`config.mk`:
```
export PLATFORM = sky130hd
export DESIGN_NAME = cache_axi_bridge
export DESIGN_NICKNAME = d
export VERILOG_FILES = /design/src/rtl/cache_bridge_pkg.sv /design/src/rtl/line_read_engine.sv /design/src/rtl/line_write_engine.sv /design/src/rtl/read_port_arbiter.sv /design/src/rtl/cache_axi_bridge.sv
export SDC_FILE = /design/constraint.sdc
export NUM_CORES = 1
export LEC_CHECK = 0
export BUFFER_PORTS_ARGS = -buffer_cell sky130_fd_sc_hd__buf_2
export CAP_MARGIN = 20
export CORE_AREA = 2 2 245 247
export DETAILED_ROUTE_END_ITERATION = 8
export DIE_AREA = 0 0 247 249
export PLACE_DENSITY_LB_ADDON = 0.05
export RECOVER_POWER = 50
export REMOVE_ABC_BUFFERS = 1
export SYNTH_ARGS = -nofsm -noshare
export SYNTH_HDL_FRONTEND = slang
export SYNTH_HIERARCHICAL = 1
export SYNTH_SLANG_ARGS = --single-unit
```
`constraint.sdc`:
```
create_clock -name clk -period 12.7 [get_ports clk]
set_input_delay 2.54 -clock clk [delete_from_list [all_inputs] [get_ports clk]]
set_output_delay 2.54 -clock clk [all_outputs]
set_load 0.01 [all_outputs]
```
`src/rtl/cache_bridge_pkg.sv`:
```
package cache_bridge_pkg;

    // basic widths
    typedef logic [31:0] addr_t;    // byte address
    typedef logic [31:0] word_t;    // one data beat
    typedef logic [3:0]  axi_id_t;

    // burst shape, incrementing, one word per beat
    localparam int LINE_WORDS = 4;

    // word 0 in the low bits
    typedef word_t [LINE_WORDS-1:0] cache_line_t;

    // default AXI IDs per requester
    localparam axi_id_t ICACHE_ID = 4'd0;
    localparam axi_id_t DCACHE_ID = 4'd1;

    // read address channel payload
    typedef struct packed {
        axi_id_t id;
        addr_t   addr;
    } ar_req_t;

    // read data channel payload
    typedef struct packed {
        axi_id_t id;
        word_t   data;
        logic    last;
    } r_beat_t;

    // cache side line read request
    typedef struct packed {
        logic  req;
        addr_t addr;
    } rd_req_t;

endpackage

```
`src/rtl/line_read_engine.sv`:
```
`timescale 1ns/10ps

module line_read_engine #(
    parameter cache_bridge_pkg::axi_id_t AXI_ID = cache_bridge_pkg::ICACHE_ID
) (
    input  logic                          clk,
    input  logic                          reset,
    input  cache_bridge_pkg::rd_req_t     rd,
    output logic                          rd_rdy,
    output logic                          ret_valid,
    output cache_bridge_pkg::cache_line_t ret_data,
    output cache_bridge_pkg::ar_req_t     ar_out,
    output logic                          ar_valid,
    input  logic                          ar_ready,
    input  logic                          beat_valid,
    input  cache_bridge_pkg::r_beat_t     beat,
    output logic                          rready
);

    import cache_bridge_pkg::*;

    // bit 2 marks the beat states, bits 1:0 give the word index
    typedef enum logic [2:0] {
        S_IDLE  = 3'd0,
        S_ADDR  = 3'd1,
        S_BEAT0 = 3'd4,
        S_BEAT1 = 3'd5,
        S_BEAT2 = 3'd6,
        S_BEAT3 = 3'd7
    } rd_state_t;

    rd_state_t   state;
    rd_state_t   state_next;
    addr_t       addr_q;
    cache_line_t line_q;
    logic        accept;
    logic        beat_take;

    assign accept    = rd.req && rd_rdy;
    assign beat_take = beat_valid && rready;

    assign rd_rdy      = (state == S_IDLE);
    assign ar_valid    = (state == S_ADDR);
    assign rready      = state[2];
    assign ar_out.id   = AXI_ID;
    assign ar_out.addr = addr_q;
    assign ret_data    = line_q;

    always_comb begin
        state_next = state;
        case (state)
            S_IDLE:  if (accept) state_next = S_ADDR;
            S_ADDR:  if (ar_valid && ar_ready) state_next = S_BEAT0;
            S_BEAT0: if (beat_take) state_next = S_BEAT1;
            S_BEAT1: if (beat_take) state_next = S_BEAT2;
            S_BEAT2: if (beat_take) state_next = S_BEAT3;
            S_BEAT3: if (beat_take && beat.last) state_next = S_IDLE;
            default: state_next = S_IDLE;
        endcase
    end

    always_ff @(posedge clk) begin
        if (reset) begin
            state     <= S_IDLE;
            ret_valid <= 1'b0;
        end else begin
            state     <= state_next;
            // one cycle pulse, same edge as the last word lands
            ret_valid <= (state == S_BEAT3) && (state_next == S_IDLE);
        end
    end

    // address held stable for the whole AR phase
    always_ff @(posedge clk) begin
        if (accept)
            addr_q <= rd.addr;
    end

    always_ff @(posedge clk) begin
        if (beat_take)
            line_q[state[1:0]] <= beat.data;    // word k from beat k
    end

endmodule

```
`src/rtl/line_write_engine.sv`:
```
`timescale 1ns/10ps

module line_write_engine (
    input  logic                          clk,
    input  logic                          reset,
    input  logic                          wr_req,
    input  cache_bridge_pkg::addr_t       wr_addr,
    input  cache_bridge_pkg::cache_line_t wr_data,
    output logic                          wr_rdy,
    output cache_bridge_pkg::addr_t       awaddr,
    output logic                          awvalid,
    input  logic                          awready,
    output cache_bridge_pkg::word_t       wdata,
    output logic                          wlast,
    output logic                          wvalid,
    input  logic                          wready,
    input  logic                          bvalid
);

    import cache_bridge_pkg::*;

    localparam int CNT_W = $clog2(LINE_WORDS);
    localparam logic [CNT_W-1:0] LAST_BEAT = CNT_W'(LINE_WORDS - 1);

    typedef enum logic [1:0] {
        S_IDLE,
        S_ADDR,
        S_DATA,
        S_RESP
    } wr_state_t;

    wr_state_t        state;
    wr_state_t        state_next;
    logic [CNT_W-1:0] cnt;
    logic [CNT_W-1:0] cnt_next;
    addr_t            addr_q;
    cache_line_t      line_q;
    logic             accept;
    logic             w_take;
    logic             bready;

    assign bready = 1'b1;   // response always taken
    assign accept = wr_req && wr_rdy;
    assign w_take = wvalid && wready;

    assign wr_rdy  = (state == S_IDLE);
    assign awvalid = (state == S_ADDR);
    assign awaddr  = addr_q;
    assign wvalid  = (state == S_DATA);
    assign wlast   = wvalid && (cnt == LAST_BEAT);  // fourth beat only

    always_comb begin
        state_next = state;
        cnt_next   = cnt;
        case (state)
            S_IDLE: begin
                if (accept)
                    state_next = S_ADDR;
            end
            S_ADDR: begin
                if (awvalid && awready) begin
                    state_next = S_DATA;
                    cnt_next   = '0;
                end
            end
            S_DATA: begin
                if (w_take) begin
                    if (cnt == LAST_BEAT)
                        state_next = S_RESP;
                    else
                        cnt_next = cnt + 1'b1;
                end
            end
            S_RESP: begin
                if (bvalid && bready)
                    state_next = S_IDLE;
            end
            default: state_next = S_IDLE;
        endcase
    end

    always_ff @(posedge clk) begin
        if (reset) begin
            state <= S_IDLE;
            cnt   <= '0;
        end else begin
            state <= state_next;
            cnt   <= cnt_next;
        end
    end

    always_ff @(posedge clk) begin
        if (accept) begin
            addr_q <= wr_addr;
            line_q <= wr_data;
        end
    end

    // next word loaded ahead, so wdata is stable while wvalid waits
    always_ff @(posedge clk) begin
        if (state_next == S_DATA)
            wdata <= line_q[cnt_next];
    end

endmodule

```
`src/rtl/read_port_arbiter.sv`:
```
`timescale 1ns/10ps

module read_port_arbiter #(
    parameter cache_bridge_pkg::axi_id_t ICACHE_ID = cache_bridge_pkg::ICACHE_ID,
    parameter cache_bridge_pkg::axi_id_t DCACHE_ID = cache_bridge_pkg::DCACHE_ID
) (
    input  logic                      clk,
    input  logic                      reset,
    // engine side address requests
    input  cache_bridge_pkg::ar_req_t d_ar,
    input  cache_bridge_pkg::ar_req_t i_ar,
    input  logic                      d_ar_valid,
    input  logic                      i_ar_valid,
    output logic                      d_ar_ready,
    output logic                      i_ar_ready,
    // shared AXI read address channel
    output cache_bridge_pkg::ar_req_t ar,
    output logic                      arvalid,
    input  logic                      arready,
    // shared AXI read data channel
    input  cache_bridge_pkg::r_beat_t r,
    input  logic                      rvalid,
    output logic                      rready,
    // engine side read data
    output logic                      d_beat_valid,
    output logic                      i_beat_valid,
    output cache_bridge_pkg::r_beat_t beat,
    input  logic                      d_rready,
    input  logic                      i_rready
);

    import cache_bridge_pkg::*;

    logic lock_q;       // grant held while arvalid waits
    logic lock_sel_q;   // 1 = dcache holds the lock
    logic sel_d;
    logic r_is_d;
    logic r_is_i;

    // dcache first unless the port is locked
    assign sel_d = lock_q ? lock_sel_q : d_ar_valid;

    assign ar         = sel_d ? d_ar : i_ar;
    assign arvalid    = sel_d ? d_ar_valid : i_ar_valid;
    assign d_ar_ready = sel_d && arready;
    assign i_ar_ready = !sel_d && arready;

    always_ff @(posedge clk) begin
        if (reset) begin
            lock_q     <= 1'b0;
            lock_sel_q <= 1'b0;
        end else begin
            lock_q     <= arvalid && !arready;
            lock_sel_q <= sel_d;
        end
    end

    // read data steered by ID
    assign r_is_d = (r.id == DCACHE_ID);
    assign r_is_i = (r.id == ICACHE_ID);

    assign beat         = r;
    assign d_beat_valid = rvalid && r_is_d;
    assign i_beat_valid = rvalid && r_is_i;

    always_comb begin
        if (r_is_d)
            rready = d_rready;
        else if (r_is_i)
            rready = i_rready;
        else
            rready = 1'b0;  // unknown id, never taken
    end

endmodule

```
`src/rtl/cache_axi_bridge.sv`:
```
`timescale 1ns/10ps

module cache_axi_bridge #(
    parameter cache_bridge_pkg::axi_id_t ICACHE_ID = cache_bridge_pkg::ICACHE_ID,
    parameter cache_bridge_pkg::axi_id_t DCACHE_ID = cache_bridge_pkg::DCACHE_ID
) (
    input  logic                          clk,
    input  logic                          reset,
    // instruction cache refill
    input  cache_bridge_pkg::rd_req_t     icache_rd,
    output logic                          icache_rd_rdy,
    output logic                          icache_ret_valid,
    output cache_bridge_pkg::cache_line_t icache_ret_data,
    // data cache refill
    input  cache_bridge_pkg::rd_req_t     dcache_rd,
    output logic                          dcache_rd_rdy,
    output logic                          dcache_ret_valid,
    output cache_bridge_pkg::cache_line_t dcache_ret_data,
    // data cache write-back
    input  logic                          dcache_wr_req,
    input  cache_bridge_pkg::addr_t       dcache_wr_addr,
    input  cache_bridge_pkg::cache_line_t dcache_wr_data,
    output logic                          dcache_wr_rdy,
    // AXI read
    output cache_bridge_pkg::ar_req_t     ar,
    output logic                          arvalid,
    input  logic                          arready,
    input  cache_bridge_pkg::r_beat_t     r,
    input  logic                          rvalid,
    output logic                          rready,
    // AXI write
    output cache_bridge_pkg::addr_t       awaddr,
    output logic                          awvalid,
    input  logic                          awready,
    output cache_bridge_pkg::word_t       wdata,
    output logic                          wlast,
    output logic                          wvalid,
    input  logic                          wready,
    input  logic                          bvalid
);

    import cache_bridge_pkg::*;

    ar_req_t i_ar;
    ar_req_t d_ar;
    logic    i_ar_valid;
    logic    d_ar_valid;
    logic    i_ar_ready;
    logic    d_ar_ready;
    logic    i_beat_valid;
    logic    d_beat_valid;
    r_beat_t beat;          // shared, qualified per engine
    logic    i_rready;
    logic    d_rready;

    line_read_engine #(.AXI_ID(ICACHE_ID)) u_iread (
        .clk        (clk),
        .reset      (reset),
        .rd         (icache_rd),
        .rd_rdy     (icache_rd_rdy),
        .ret_valid  (icache_ret_valid),
        .ret_data   (icache_ret_data),
        .ar_out     (i_ar),
        .ar_valid   (i_ar_valid),
        .ar_ready   (i_ar_ready),
        .beat_valid (i_beat_valid),
        .beat       (beat),
        .rready     (i_rready)
    );

    line_read_engine #(.AXI_ID(DCACHE_ID)) u_dread (
        .clk        (clk),
        .reset      (reset),
        .rd         (dcache_rd),
        .rd_rdy     (dcache_rd_rdy),
        .ret_valid  (dcache_ret_valid),
        .ret_data   (dcache_ret_data),
        .ar_out     (d_ar),
        .ar_valid   (d_ar_valid),
        .ar_ready   (d_ar_ready),
        .beat_valid (d_beat_valid),
        .beat       (beat),
        .rready     (d_rready)
    );

    read_port_arbiter #(
        .ICACHE_ID (ICACHE_ID),
        .DCACHE_ID (DCACHE_ID)
    ) u_rarb (
        .clk          (clk),
        .reset        (reset),
        .d_ar         (d_ar),
        .i_ar         (i_ar),
        .d_ar_valid   (d_ar_valid),
        .i_ar_valid   (i_ar_valid),
        .d_ar_ready   (d_ar_ready),
        .i_ar_ready   (i_ar_ready),
        .ar           (ar),
        .arvalid      (arvalid),
        .arready      (arready),
        .r            (r),
        .rvalid       (rvalid),
        .rready       (rready),
        .d_beat_valid (d_beat_valid),
        .i_beat_valid (i_beat_valid),
        .beat         (beat),
        .d_rready     (d_rready),
        .i_rready     (i_rready)
    );

    // write path owns aw, w and b alone
    line_write_engine u_write (
        .clk     (clk),
        .reset   (reset),
        .wr_req  (dcache_wr_req),
        .wr_addr (dcache_wr_addr),
        .wr_data (dcache_wr_data),
        .wr_rdy  (dcache_wr_rdy),
        .awaddr  (awaddr),
        .awvalid (awvalid),
        .awready (awready),
        .wdata   (wdata),
        .wlast   (wlast),
        .wvalid  (wvalid),
        .wready  (wready),
        .bvalid  (bvalid)
    );

endmodule

```
==> metrics.yaml <==
status: "finished with violations"
violations: "capacitance limit, slew limit"
numCtsBuffers: 58
hp-class: "reg -> reg"
area_growth_pct: 29.6
syn_inst: 840
clk_path_buf_depth: 3
crit_path_end_kind: "register"
routed_wl_um: 50900
rsz0062_at_grt: "false"
start_util_pct: 30.9
fin_crit_sh_pct: 51.0
worst-setup-path-type: "in -> reg"
slew_headroom_pct: -182
antenna_found_initial: 19
die_x_um: 247
die_y_um: 249
cts_resized: 0
fin_skew_ns: 0.0212
critPathArrivalTime_ns: 6.89
p_leak_nw: 8.47
vias: 10100
slew_violations: 235
crit_path_top_delay_cell: "clkbuf_1"
netlist_area_um2: 18100
core_area_um2: 58700
power_density_nw_per_um2: 182
hpwl_um: 36300
firstDrtPassIters: 4
holdPathStages: 2
drt-initial-drc-count: 513
worst_pin_slew_ns: 4.23
core.rowCount: 89
via_per_inst: 4.36
cts_tree: "yes"
htree_levels: 2
drive_gt1_share_pct: 41.2
ys_warn_count: 6
root_buffer: "clkbuf_16"
crit_fanout: 65
total_power_mw: 4.27
drt_drc_violations_left: 0
cp-start-kind: "primary input"
nets: 1763
vdd_ir_drop_max_mv: 0.120
ff2ff_path_depth: 7
grtUsageTotal_pct: 16.0
crit_required_ns: 13.11
grt_pass1_vias: 10100
finalHoldViolCount: 0
fin_tns_setup_ns: 0
drv_cap: 5
path_cells: "buf_2 -> nand2b_1 -> nand3b_1 -> o2bb2ai_4 -> clkbuf_1 -> a32oi_1 -> o21ai_1"
grt_max_degree: 66
path_clk_slew_ns: 0.06
min_period_ns: 6.48
cts_hold_buf: 0
place.port_buffers: 633
syn_area_per_cell_um2: 21.6
cts_setup_buffers: 0
grt-ovfl-total: 0
final-setup-viol-count: 0
num_io_pins: 637
dieArea_um2: 61500
numClockSinks: 526
fmax_mhz: 154
postRouteAntennaNets: 0
wire_per_inst_um: 22.0
routabilityCongestion: 0.757
clk_latency_ns: 0.60
grt_pass1_wl_um: 71300
final_util_pct: 40.1
cpPeakStageDelay_ns: 2.97
==> metrics by stage <==
stage / worst slack (ns) / hold slack, ns / std cells / cell area (um^2)
after floorplan: 4.84 / 0.514 / 777 / 17600
after global placement: 7.04 / 0.522 / 2198 / 21900
after detailed placement: 7.06 / 0.532 / 2199 / 22000
after CTS: 7.05 / 0.544 / 2302 / 23700
after global routing: 5.78 / 0.559 / 2307 / 23500
final: 6.22 / 0.539 / 2311 / 23500
==> worst paths after layout <==
path	endpoint	slack [ns]	start
max	u_write/wdata[30]	6.22	awready
min	u_write/wdata[5]	0.54	u_write/line_q[37]
max reg2reg	u_write/wdata[30]	7.53	u_write/state[1]
min reg2reg	u_write/wdata[5]	0.54	u_write/line_q[37]
==> placed cells by master, fill, tap and decap left out, drive strengths merged, types with 2 or more instances in the layout <==
master    n
edfxtp  512
buf     496
clkbuf  223
o21ai    40
mux2     36
mux2i    34
a32oi    32
clkinv   30
nor2     15
dfxtp    14
a21oi    14
nand2    12
inv       9
diode     8
conb      8
nor3      8
nor2b     7
nand2b    5
ha        5
nor3b     4
nand3     3
nor4b     2
and4      2
o21ba     2
nand3b    2
and2      2
==> routing by layer <==
layer,GRT usage [%],vias up,wire (um)
met1,18.0,4947,19100
li1,-,4596,-
met2,27.9,421,25900
met5,0,-,124
met3,6.35,89,4700
met4,4.34,22,1080
==> sequential cells by signal, summed over array words and instances, names as in the netlist, 3 cells and up <==
signal	cells
u_dread/addr_q	32
u_dread/ret_data	128
u_dread/state	3
u_iread/addr_q	32
u_iread/ret_data	128
u_iread/state	3
u_write/awaddr	32
u_write/line_q	128
u_write/wdata	32
==> cell type report <==
cell class                      instances  area (um^2)
Clock inverter                         34          191
Sequential cell                       526        15700
Multi-Input combinational cell        244         1980
Timing Repair Buffer                  650         3120
Fill cell                            5588        35200
Tap cell                              773          967
Inverter                                7         26.3
Antenna cell                            8         20.0
Clock buffer                           69         1560
==> where the power goes <==
part           total (mW)  leakage (nW)  internal, mW  switching (mW)
clock network        1.54         0.869         0.886           0.657
registers            2.25          4.85          2.18          0.0628
logic               0.481          2.75         0.165           0.315
total                4.27          8.47          3.23            1.04
==> critical path, delay by kind of cell <==
kind	cells	cell delay [ns]
and+or+nand+nor	2	0.31
buffers and inverters	2	3.08
AOI/OAI and AO/OA	3	0.90
Note: power is estimated with default switching activity, not from simulation.
